$ cat src/rv_isa_pkg.sv
package rv_isa_pkg;

	// datapath widths
	localparam int xlen      = 32;
	localparam int reg_idx_w = 5;
	localparam int pc_w      = 12;

	// major opcodes kept in this slice
	localparam logic [6:0] op_rtype = 7'b0110011;
	localparam logic [6:0] op_itype = 7'b0010011;
	localparam logic [6:0] op_lui   = 7'b0110111;

	// funct3 codes of the integer ALU group
	localparam logic [2:0] f3_add_sub = 3'b000;
	localparam logic [2:0] f3_sll     = 3'b001;
	localparam logic [2:0] f3_slt     = 3'b010;
	localparam logic [2:0] f3_sltu    = 3'b011;
	localparam logic [2:0] f3_xor     = 3'b100;
	localparam logic [2:0] f3_srl_sra = 3'b101;
	localparam logic [2:0] f3_or      = 3'b110;
	localparam logic [2:0] f3_and     = 3'b111;

	// funct7, base form and the sub/sra form
	localparam logic [6:0] f7_base = 7'b0000000;
	localparam logic [6:0] f7_alt  = 7'b0100000;

	// alu operation, pass_b forwards operand b for lui
	typedef enum logic [3:0] {
		alu_add,
		alu_sub,
		alu_and,
		alu_or,
		alu_xor,
		alu_sll,
		alu_srl,
		alu_sra,
		alu_slt,
		alu_sltu,
		alu_pass_b
	} alu_op_t;

endpackage

$ cat src/pipe_types_pkg.sv
package pipe_types_pkg;

	// payload between decode and execute
	// opb already holds the immediate when the instruction uses one
	typedef struct packed {
		logic [rv_isa_pkg::pc_w-1:0]      pc;
		logic [rv_isa_pkg::xlen-1:0]      opa;
		logic [rv_isa_pkg::xlen-1:0]      opb;
		logic [rv_isa_pkg::reg_idx_w-1:0] rd;
		rv_isa_pkg::alu_op_t              alu_op;
		logic                             is_comp;
		logic                             wr_en;
	} id_exe_t;

	// payload between execute and writeback
	typedef struct packed {
		logic [rv_isa_pkg::pc_w-1:0]      pc;
		logic [rv_isa_pkg::reg_idx_w-1:0] rd;
		logic [rv_isa_pkg::xlen-1:0]      result;
		logic                             wr_en;
	} exe_wb_t;

endpackage

$ cat src/rf_read_if.sv
interface rf_read_if;
	import rv_isa_pkg::*;

	// source register indices from decode
	logic [reg_idx_w-1:0] rs1_addr;
	logic [reg_idx_w-1:0] rs2_addr;

	// read data, combinational from the register array
	logic [xlen-1:0] rs1_data;
	logic [xlen-1:0] rs2_data;

	modport decoder (
		output rs1_addr,
		output rs2_addr,
		input  rs1_data,
		input  rs2_data
	);

	modport reg_file (
		input  rs1_addr,
		input  rs2_addr,
		output rs1_data,
		output rs2_data
	);

endinterface

$ cat src/pipe_reg.sv
module pipe_reg #(
	parameter type payload_t = logic
) (
	input  logic     clk,
	input  logic     nrst,

	input  logic     in_valid,
	output logic     in_ready,
	input  payload_t in_data,

	output logic     out_valid,
	input  logic     out_ready,
	output payload_t out_data
);

	logic     full;
	payload_t data_q;

	// accept when empty or when the held entry leaves this cycle
	assign in_ready  = !full || out_ready;
	assign out_valid = full;
	assign out_data  = data_q;

	always_ff @(posedge clk) begin
		if (!nrst) begin
			full   <= 1'b0;
			data_q <= '0;
		end else begin
			if (in_valid && in_ready) begin
				full   <= 1'b1;
				data_q <= in_data;
			end else if (full && out_ready) begin
				// drained with nothing behind it
				full <= 1'b0;
			end
		end
	end

endmodule

$ cat src/reg_file.sv
module reg_file (
	input  logic                             clk,
	input  logic                             nrst,

	rf_read_if.reg_file                      rd_port,

	input  logic                             wr_en,
	input  logic [rv_isa_pkg::reg_idx_w-1:0] wr_addr,
	input  logic [rv_isa_pkg::xlen-1:0]      wr_data
);
	import rv_isa_pkg::*;

	localparam int n_regs = 1 << reg_idx_w;

	logic [xlen-1:0] regs [n_regs];

	// single write port, x0 never written
	always_ff @(posedge clk) begin
		if (!nrst) begin
			for (int i = 0; i < n_regs; i++) begin
				regs[i] <= '0;
			end
		end else if (wr_en && (wr_addr != '0)) begin
			regs[wr_addr] <= wr_data;
		end
	end

	// asynchronous reads
	always_comb begin
		if (rd_port.rs1_addr == '0) begin
			rd_port.rs1_data = '0;
		end else begin
			rd_port.rs1_data = regs[rd_port.rs1_addr];
		end

		if (rd_port.rs2_addr == '0) begin
			rd_port.rs2_data = '0;
		end else begin
			rd_port.rs2_data = regs[rd_port.rs2_addr];
		end
	end

endmodule

$ cat src/decode_stage.sv
module decode_stage (
	input  logic [31:0]                 inst,
	input  logic [rv_isa_pkg::pc_w-1:0] pc,
	input  logic                        in_valid,

	rf_read_if.decoder                  rf,

	input  pipe_types_pkg::exe_wb_t     exe_fwd,
	input  logic                        exe_fwd_valid,
	input  pipe_types_pkg::exe_wb_t     wb_fwd,
	input  logic                        wb_fwd_valid,

	output logic                        out_valid,
	output pipe_types_pkg::id_exe_t     out_data
);
	import rv_isa_pkg::*;
	import pipe_types_pkg::*;

	logic [6:0]           opcode;
	logic [2:0]           funct3;
	logic [6:0]           funct7;
	logic [reg_idx_w-1:0] rs1;
	logic [reg_idx_w-1:0] rs2;
	logic [reg_idx_w-1:0] rd;
	logic [xlen-1:0]      imm_i;
	logic [xlen-1:0]      imm_u;
	logic [xlen-1:0]      rs1_val;
	logic [xlen-1:0]      rs2_val;
	logic                 supported;
	logic                 use_imm;
	logic                 is_lui;
	alu_op_t              alu_op;

	// funct3 to alu op, alt picks sub or sra
	function automatic alu_op_t alu_from_funct(input logic [2:0] f3, input logic alt);
		case (f3)
			f3_add_sub: return alt ? alu_sub : alu_add;
			f3_sll:     return alu_sll;
			f3_slt:     return alu_slt;
			f3_sltu:    return alu_sltu;
			f3_xor:     return alu_xor;
			f3_srl_sra: return alt ? alu_sra : alu_srl;
			f3_or:      return alu_or;
			default:    return alu_and;
		endcase
	endfunction

	// youngest producer wins, then writeback, then the array
	function automatic logic [xlen-1:0] fwd_operand(
		input logic [reg_idx_w-1:0] idx,
		input logic [xlen-1:0]      rf_val,
		input exe_wb_t              exe,
		input logic                 exe_v,
		input exe_wb_t              wb,
		input logic                 wb_v
	);
		if (idx == '0)
			return '0;
		if (exe_v && exe.wr_en && (exe.rd == idx))
			return exe.result;
		if (wb_v && wb.wr_en && (wb.rd == idx))
			return wb.result;
		return rf_val;
	endfunction

	assign opcode = inst[6:0];
	assign rd     = inst[11:7];
	assign funct3 = inst[14:12];
	assign rs1    = inst[19:15];
	assign rs2    = inst[24:20];
	assign funct7 = inst[31:25];

	assign imm_i = {{(xlen-12){inst[31]}}, inst[31:20]};
	assign imm_u = {inst[31:12], 12'b0};

	assign rf.rs1_addr = rs1;
	assign rf.rs2_addr = rs2;

	assign rs1_val = fwd_operand(rs1, rf.rs1_data, exe_fwd, exe_fwd_valid,
		wb_fwd, wb_fwd_valid);
	assign rs2_val = fwd_operand(rs2, rf.rs2_data, exe_fwd, exe_fwd_valid,
		wb_fwd, wb_fwd_valid);

	always_comb begin
		supported = 1'b0;
		use_imm   = 1'b0;
		is_lui    = 1'b0;
		alu_op    = alu_add;
		case (opcode)
			op_rtype: begin
				// only add/sub and srl/sra take the alternate funct7
				supported = (funct7 == f7_base) ||
					((funct7 == f7_alt) && ((funct3 == f3_add_sub) || (funct3 == f3_srl_sra)));
				alu_op = alu_from_funct(funct3, funct7[5]);
			end
			op_itype: begin
				use_imm = 1'b1;
				if (funct3 == f3_sll)
					supported = (funct7 == f7_base);
				else if (funct3 == f3_srl_sra)
					supported = (funct7 == f7_base) || (funct7 == f7_alt);
				else
					supported = 1'b1;
				// upper immediate bits only mean sra for the shift form
				alu_op = alu_from_funct(funct3, (funct3 == f3_srl_sra) && funct7[5]);
			end
			op_lui: begin
				supported = 1'b1;
				use_imm   = 1'b1;
				is_lui    = 1'b1;
				alu_op    = alu_pass_b;
			end
			default: begin
				supported = 1'b0;
			end
		endcase
	end

	assign out_valid = in_valid && supported;

	always_comb begin
		out_data.pc      = pc;
		out_data.opa     = rs1_val;
		out_data.opb     = use_imm ? (is_lui ? imm_u : imm_i) : rs2_val;
		out_data.rd      = rd;
		out_data.alu_op  = alu_op;
		out_data.is_comp = (alu_op == alu_slt) || (alu_op == alu_sltu);
		out_data.wr_en   = supported;
	end

endmodule

$ cat src/exec_stage.sv
module exec_stage (
	input  pipe_types_pkg::id_exe_t in_data,
	output pipe_types_pkg::exe_wb_t out_data
);
	import rv_isa_pkg::*;

	logic [xlen-1:0] opa;
	logic [xlen-1:0] opb;
	logic [4:0]      shamt;
	logic [xlen-1:0] alu_res;
	logic            less_than;

	assign opa   = in_data.opa;
	assign opb   = in_data.opb;
	assign shamt = opb[4:0];

	always_comb begin
		case (in_data.alu_op)
			alu_add:    alu_res = opa + opb;
			alu_sub:    alu_res = opa - opb;
			alu_and:    alu_res = opa & opb;
			alu_or:     alu_res = opa | opb;
			alu_xor:    alu_res = opa ^ opb;
			alu_sll:    alu_res = opa << shamt;
			alu_srl:    alu_res = opa >> shamt;
			alu_sra:    alu_res = $unsigned($signed(opa) >>> shamt);
			alu_pass_b: alu_res = opb;
			// comparisons go through the comparator below
			default:    alu_res = '0;
		endcase
	end

	// comparator, signed only for slt
	always_comb begin
		if (in_data.alu_op == alu_slt)
			less_than = $signed(opa) < $signed(opb);
		else
			less_than = opa < opb;
	end

	always_comb begin
		out_data.pc    = in_data.pc;
		out_data.rd    = in_data.rd;
		out_data.wr_en = in_data.wr_en;
		if (in_data.is_comp)
			out_data.result = {{(xlen-1){1'b0}}, less_than};
		else
			out_data.result = alu_res;
	end

endmodule

$ cat src/int_pipe_top.sv
module int_pipe_top (
	input  logic                             clk,
	input  logic                             nrst,

	input  logic                             in_valid,
	output logic                             in_ready,
	input  logic [31:0]                      in_inst,
	input  logic [rv_isa_pkg::pc_w-1:0]      in_pc,

	output logic                             res_valid,
	input  logic                             res_ready,
	output logic [rv_isa_pkg::reg_idx_w-1:0] res_rd,
	output logic [rv_isa_pkg::xlen-1:0]      res_data,
	output logic [rv_isa_pkg::pc_w-1:0]      res_pc
);
	import pipe_types_pkg::*;

	rf_read_if rf_rd ();

	logic    dec_valid;
	id_exe_t dec_data;
	logic    exe_valid;
	logic    exe_ready;
	id_exe_t exe_in;
	exe_wb_t exe_out;
	exe_wb_t wb_data;

	decode_stage decode_i (
		.inst          (in_inst),
		.pc            (in_pc),
		.in_valid      (in_valid),
		.rf            (rf_rd.decoder),
		.exe_fwd       (exe_out),
		.exe_fwd_valid (exe_valid),
		.wb_fwd        (wb_data),
		.wb_fwd_valid  (res_valid),
		.out_valid     (dec_valid),
		.out_data      (dec_data)
	);

	// unsupported words still handshake, they just never load
	pipe_reg #(.payload_t(id_exe_t)) id_exe_reg (
		.clk       (clk),
		.nrst      (nrst),
		.in_valid  (dec_valid),
		.in_ready  (in_ready),
		.in_data   (dec_data),
		.out_valid (exe_valid),
		.out_ready (exe_ready),
		.out_data  (exe_in)
	);

	exec_stage exec_i (
		.in_data  (exe_in),
		.out_data (exe_out)
	);

	pipe_reg #(.payload_t(exe_wb_t)) exe_wb_reg (
		.clk       (clk),
		.nrst      (nrst),
		.in_valid  (exe_valid),
		.in_ready  (exe_ready),
		.in_data   (exe_out),
		.out_valid (res_valid),
		.out_ready (res_ready),
		.out_data  (wb_data)
	);

	// writeback happens on the result handshake
	reg_file reg_file_i (
		.clk     (clk),
		.nrst    (nrst),
		.rd_port (rf_rd.reg_file),
		.wr_en   (res_valid && res_ready && wb_data.wr_en),
		.wr_addr (wb_data.rd),
		.wr_data (wb_data.result)
	);

	assign res_rd   = wb_data.rd;
	assign res_data = wb_data.result;
	assign res_pc   = wb_data.pc;

endmodule

$ cat config.mk
export PLATFORM = sky130hd
export DESIGN_NAME = int_pipe_top
export DESIGN_NICKNAME = d
export VERILOG_FILES = /design/src/rv_isa_pkg.sv /design/src/pipe_types_pkg.sv /design/src/rf_read_if.sv /design/src/pipe_reg.sv /design/src/reg_file.sv /design/src/decode_stage.sv /design/src/exec_stage.sv /design/src/int_pipe_top.sv
export SDC_FILE = /design/constraint.sdc
export NUM_CORES = 2
export LEC_CHECK = 0
export BUFFER_PORTS_ARGS = -buffer_cell sky130_fd_sc_hd__buf_2
export CORE_ASPECT_RATIO = 0.8
export CORE_MARGIN = 2
export CORE_UTILIZATION = 40
export DETAILED_ROUTE_END_ITERATION = 8
export SKIP_LAST_GASP = 1
export SLEW_MARGIN = 20
export SYNTH_ARGS = -nofsm -noshare
export SYNTH_HDL_FRONTEND = slang
export SYNTH_SLANG_ARGS = --single-unit
$ cat constraint.sdc
create_clock -name clk -period 4.7 [get_ports clk]
set_clock_uncertainty 0.2 [all_clocks]
set_input_delay 0.235 -clock clk [delete_from_list [all_inputs] [get_ports clk]]
set_output_delay 0.235 -clock clk [all_outputs]
set_load 0.02 [all_outputs]
==> impl_metrics.env <==
export IMPL_grt_max_degree=73
export IMPL_layout_common_cells="1024 x edfxtp_1, 1008 x and2_1, 689 x mux4_2"
export IMPL_fp_row_count=137
export IMPL_drt_initial_drc_count=8752
export IMPL_clk_insertion_delay_late_ns=0.79
export IMPL_crit_type="register to register"
export IMPL_yosys_top_cells_area="edfxtp_1 44%, mux4_2 22%, and2_1 9.0%"
export IMPL_finalCriticalPeriod_ns=4.46
export IMPL_rsz0062_at_grt="no"
export IMPL_setup_viol=0
export IMPL_cts_resized=0
export IMPL_powerDensity_nw_per_um2=300
export IMPL_synth_edf_count=1024
export IMPL_first_pass_iters=6
export IMPL_drive_gt1_share_pct=26.2
export IMPL_period_share_pct=94.9
export IMPL_tightest_slew_ns=1.19
export IMPL_comb_power_share_pct=11.7
export IMPL_maxCapViolations=0
export IMPL_final_cells=7900
export IMPL_core_sq_um=174000
export IMPL_n_fill_cell=15319
export IMPL_mostFrequentLayoutCell="edfxtp_1"
export IMPL_p_clk_share_pct=38.4
export IMPL_via_per_inst=6.53
export IMPL_nets=5652
export IMPL_synth_cells=5398
export IMPL_seqPwrFrac_pct=49.9
export IMPL_cts_tree="done"
export IMPL_synth_area_sq_um=70100
export IMPL_switching_power_mw=6.05
export IMPL_clock_sinks=1163
export IMPL_outcome="finished, final reports clean"
export IMPL_fin_hold_ws_ns=0.0727
export IMPL_synth_cell_types=103
export IMPL_gp_congestion=1.06
export IMPL_ys_seq_area_share_pct=47.8
export IMPL_synth_avg_cell_area_sq_um=13.0
export IMPL_synth_seq_cells=1163
export IMPL_p_leak_nw=27.5
export IMPL_h_tree_depth=3
export IMPL_async_flop_share_pct=0
export IMPL_critPathLaunchType="register"
export IMPL_drc_errors=0
export IMPL_power_total_mw=23.8
export IMPL_place_ws_ns=0.455
export IMPL_worst_slack_ns=0.240
export IMPL_drt_total_wl_mm=272
export IMPL_fmaxAchievable_ghz=0.224
export IMPL_max_vdd_ir_drop_mv=0.293
export IMPL_internal_power_mw=17.8
export IMPL_arrival_ns=4.89
export IMPL_overflow=0
export IMPL_ant_nets=0
export IMPL_fin_util_pct=45.6
export IMPL_io_buffers=98
export IMPL_root_buffer="clkbuf_16"
export IMPL_hold_viol=0
export IMPL_die_w_microns=472
export IMPL_dp_cells=7600
export IMPL_yosysTopAreaCell="edfxtp_1"
export IMPL_grt_pass1_vias=49468
export IMPL_yosys_warnings=0
export IMPL_die_area_sq_um=179000
export IMPL_ios=99
export IMPL_p_sw_share_pct=25.4
export IMPL_placed_area_sq_um=75100
export IMPL_via_count=51573
export IMPL_gr_usage_all_layers_pct=30.1
export IMPL_cts_reportedPaths_clkPinSlew_ns=0.07
export IMPL_wl_per_cell_microns=34.4
export IMPL_relSlewSlack_pct=20.3
export IMPL_hp_class="input pin to register"
export IMPL_dp_hpwl_mm=180
export IMPL_start_util_pct=40.2
export IMPL_slew_viol_final=0
export IMPL_antenna_found_initial=27
export IMPL_final_area_sq_um=79500
export IMPL_clock_path_buffers=3
export IMPL_ys_dominant_reg_cell="edfxtp_1"
export IMPL_grt_pass1_wl_mm=383
export IMPL_crit_required_ns=5.12
export IMPL_yosysTopAreaCellShare_pct=43.8
export IMPL_fin_tns_setup_ns=0
export IMPL_syn_to_final_growth_pct=13.3
export IMPL_cts_buffers_inserted=115
export IMPL_fp_dieH_microns=379
export IMPL_cp_end_kind="register"
export IMPL_critPathMaxFanout=65
## power groups by stage
stage	logic (mW)	registers, mW	clock network (mW)
6_report	2.79	11.9	9.15
3_3_place_gp	2.71	12.1	0
5_1_grt	2.86	11.9	9.63
3_5_place_dp	2.72	12.1	0
4_1_cts	2.76	11.9	9.22
2_1_floorplan	1.70	12.0	0
## state kept, by name, indices dropped and copies added (netlist names)
name,flops
exe_wb_reg.out_data,50
exe_wb_reg.out_valid,1
id_exe_reg.out_data,87
id_exe_reg.out_valid,1
reg_file_i.regs,1024
## cell families after synthesis
logic type / Yosys count / share of synthesized area [%]
multiplexers: 824 / 24.1
flip-flops: 1163 / 47.8
XOR/XNOR: 27 / 0.337
adder cells (fa/ha/maj): 99 / 1.79
AO/OA/AOI/OAI: 858 / 8.24
AND/OR/NAND/NOR: 1728 / 13.5
buffers and inverters: 698 / 4.23
other: 1 / 0.00535
## worst paths after layout
path                                             start  slack (ns)                              endpoint  depth (start not counted)
hold / removal                             in_inst[18]        0.07  id_exe_reg.out_data[54]$_SDFFE_PN0P_                          5
setup reg to reg  id_exe_reg.out_data[11]$_SDFFE_PN0P_        0.24  id_exe_reg.out_data[41]$_SDFFE_PN0P_                         12
setup / recovery  id_exe_reg.out_data[11]$_SDFFE_PN0P_        0.24  id_exe_reg.out_data[41]$_SDFFE_PN0P_                         12
hold reg to reg   id_exe_reg.out_data[84]$_SDFFE_PN0P_        0.25  exe_wb_reg.out_data[47]$_SDFFE_PN0P_                          2
## final cells by class
type | instances | area, sq um | area share (%)
clock buffer | 142 | 3020 | 3.80
tap | 2293 | 2870 | 3.61
multi-input combinational | 3568 | 34400 | 43.3
timing repair buffer | 555 | 4710 | 5.92
antenna | 7 | 17.5 | 0.0220
sequential | 1163 | 33500 | 42.2
clock inverter | 70 | 559 | 0.704
inverter | 102 | 385 | 0.485
## Yosys cell counts, types with 11 or more instances
| cell | number |
|---|---|
| edfxtp_1 | 1024 |
| mux2i_1 | 118 |
| a211oi_1 | 37 |
| buf_4 | 62 |
| nand2b_1 | 16 |
| mux4_2 | 689 |
| nand2_1 | 265 |
| a221oi_1 | 30 |
| nand4_1 | 14 |
| xor2_1 | 18 |
| nor3_1 | 55 |
| o22ai_1 | 22 |
| o21ai_1 | 14 |
| clkbuf_1 | 405 |
| a21oi_1 | 220 |
| a22oi_1 | 52 |
| dfxtp_1 | 139 |
| o21bai_1 | 11 |
| o211ai_1 | 28 |
| nor4_1 | 14 |
| nor2_1 | 246 |
| and2_1 | 1008 |
| ha_1 | 97 |
| inv_1 | 97 |
| buf_2 | 59 |
| a221o_1 | 16 |
| a31oi_1 | 20 |
| nand3_1 | 40 |
| o21a_1 | 11 |
| o221ai_1 | 32 |
| buf_1 | 65 |
| o211a_1 | 15 |
| a211o_1 | 14 |
| nor2b_1 | 23 |
| a21o_1 | 24 |
| mux2_2 | 15 |
| o21ai_0 | 191 |
## layer usage
metal | wire length, microns | share of wire (%) | track usage (%)
met5 | 41 | 0.015 | 0
met4 | 8530 | 3.1 | 8.28
met3 | 37700 | 14 | 9.72
met2 | 115000 | 42 | 42.9
met1 | 111000 | 41 | 43.8
## timing repair
action                     4_1_cts  5_1_grt
hold buffers                    80        0
hold endpoints to repair        58        0
buffers inserted                 0        0
setup endpoints to repair        0        0
## worst max-delay path, cell delays in order, from the launching register on
cell      delay [ns]
dfxtp_4         0.36
buf_12          0.30
inv_2           0.11
ha_1            0.36
o21ai_0         0.44
mux2i_1         0.30
a221oi_1        0.71
o21ai_0         0.24
buf_4           0.20
or4_1           0.55
o41ai_1         0.09
o311a_1         0.32
a21oi_1         0.09
Power figures use the tool's default switching activity.
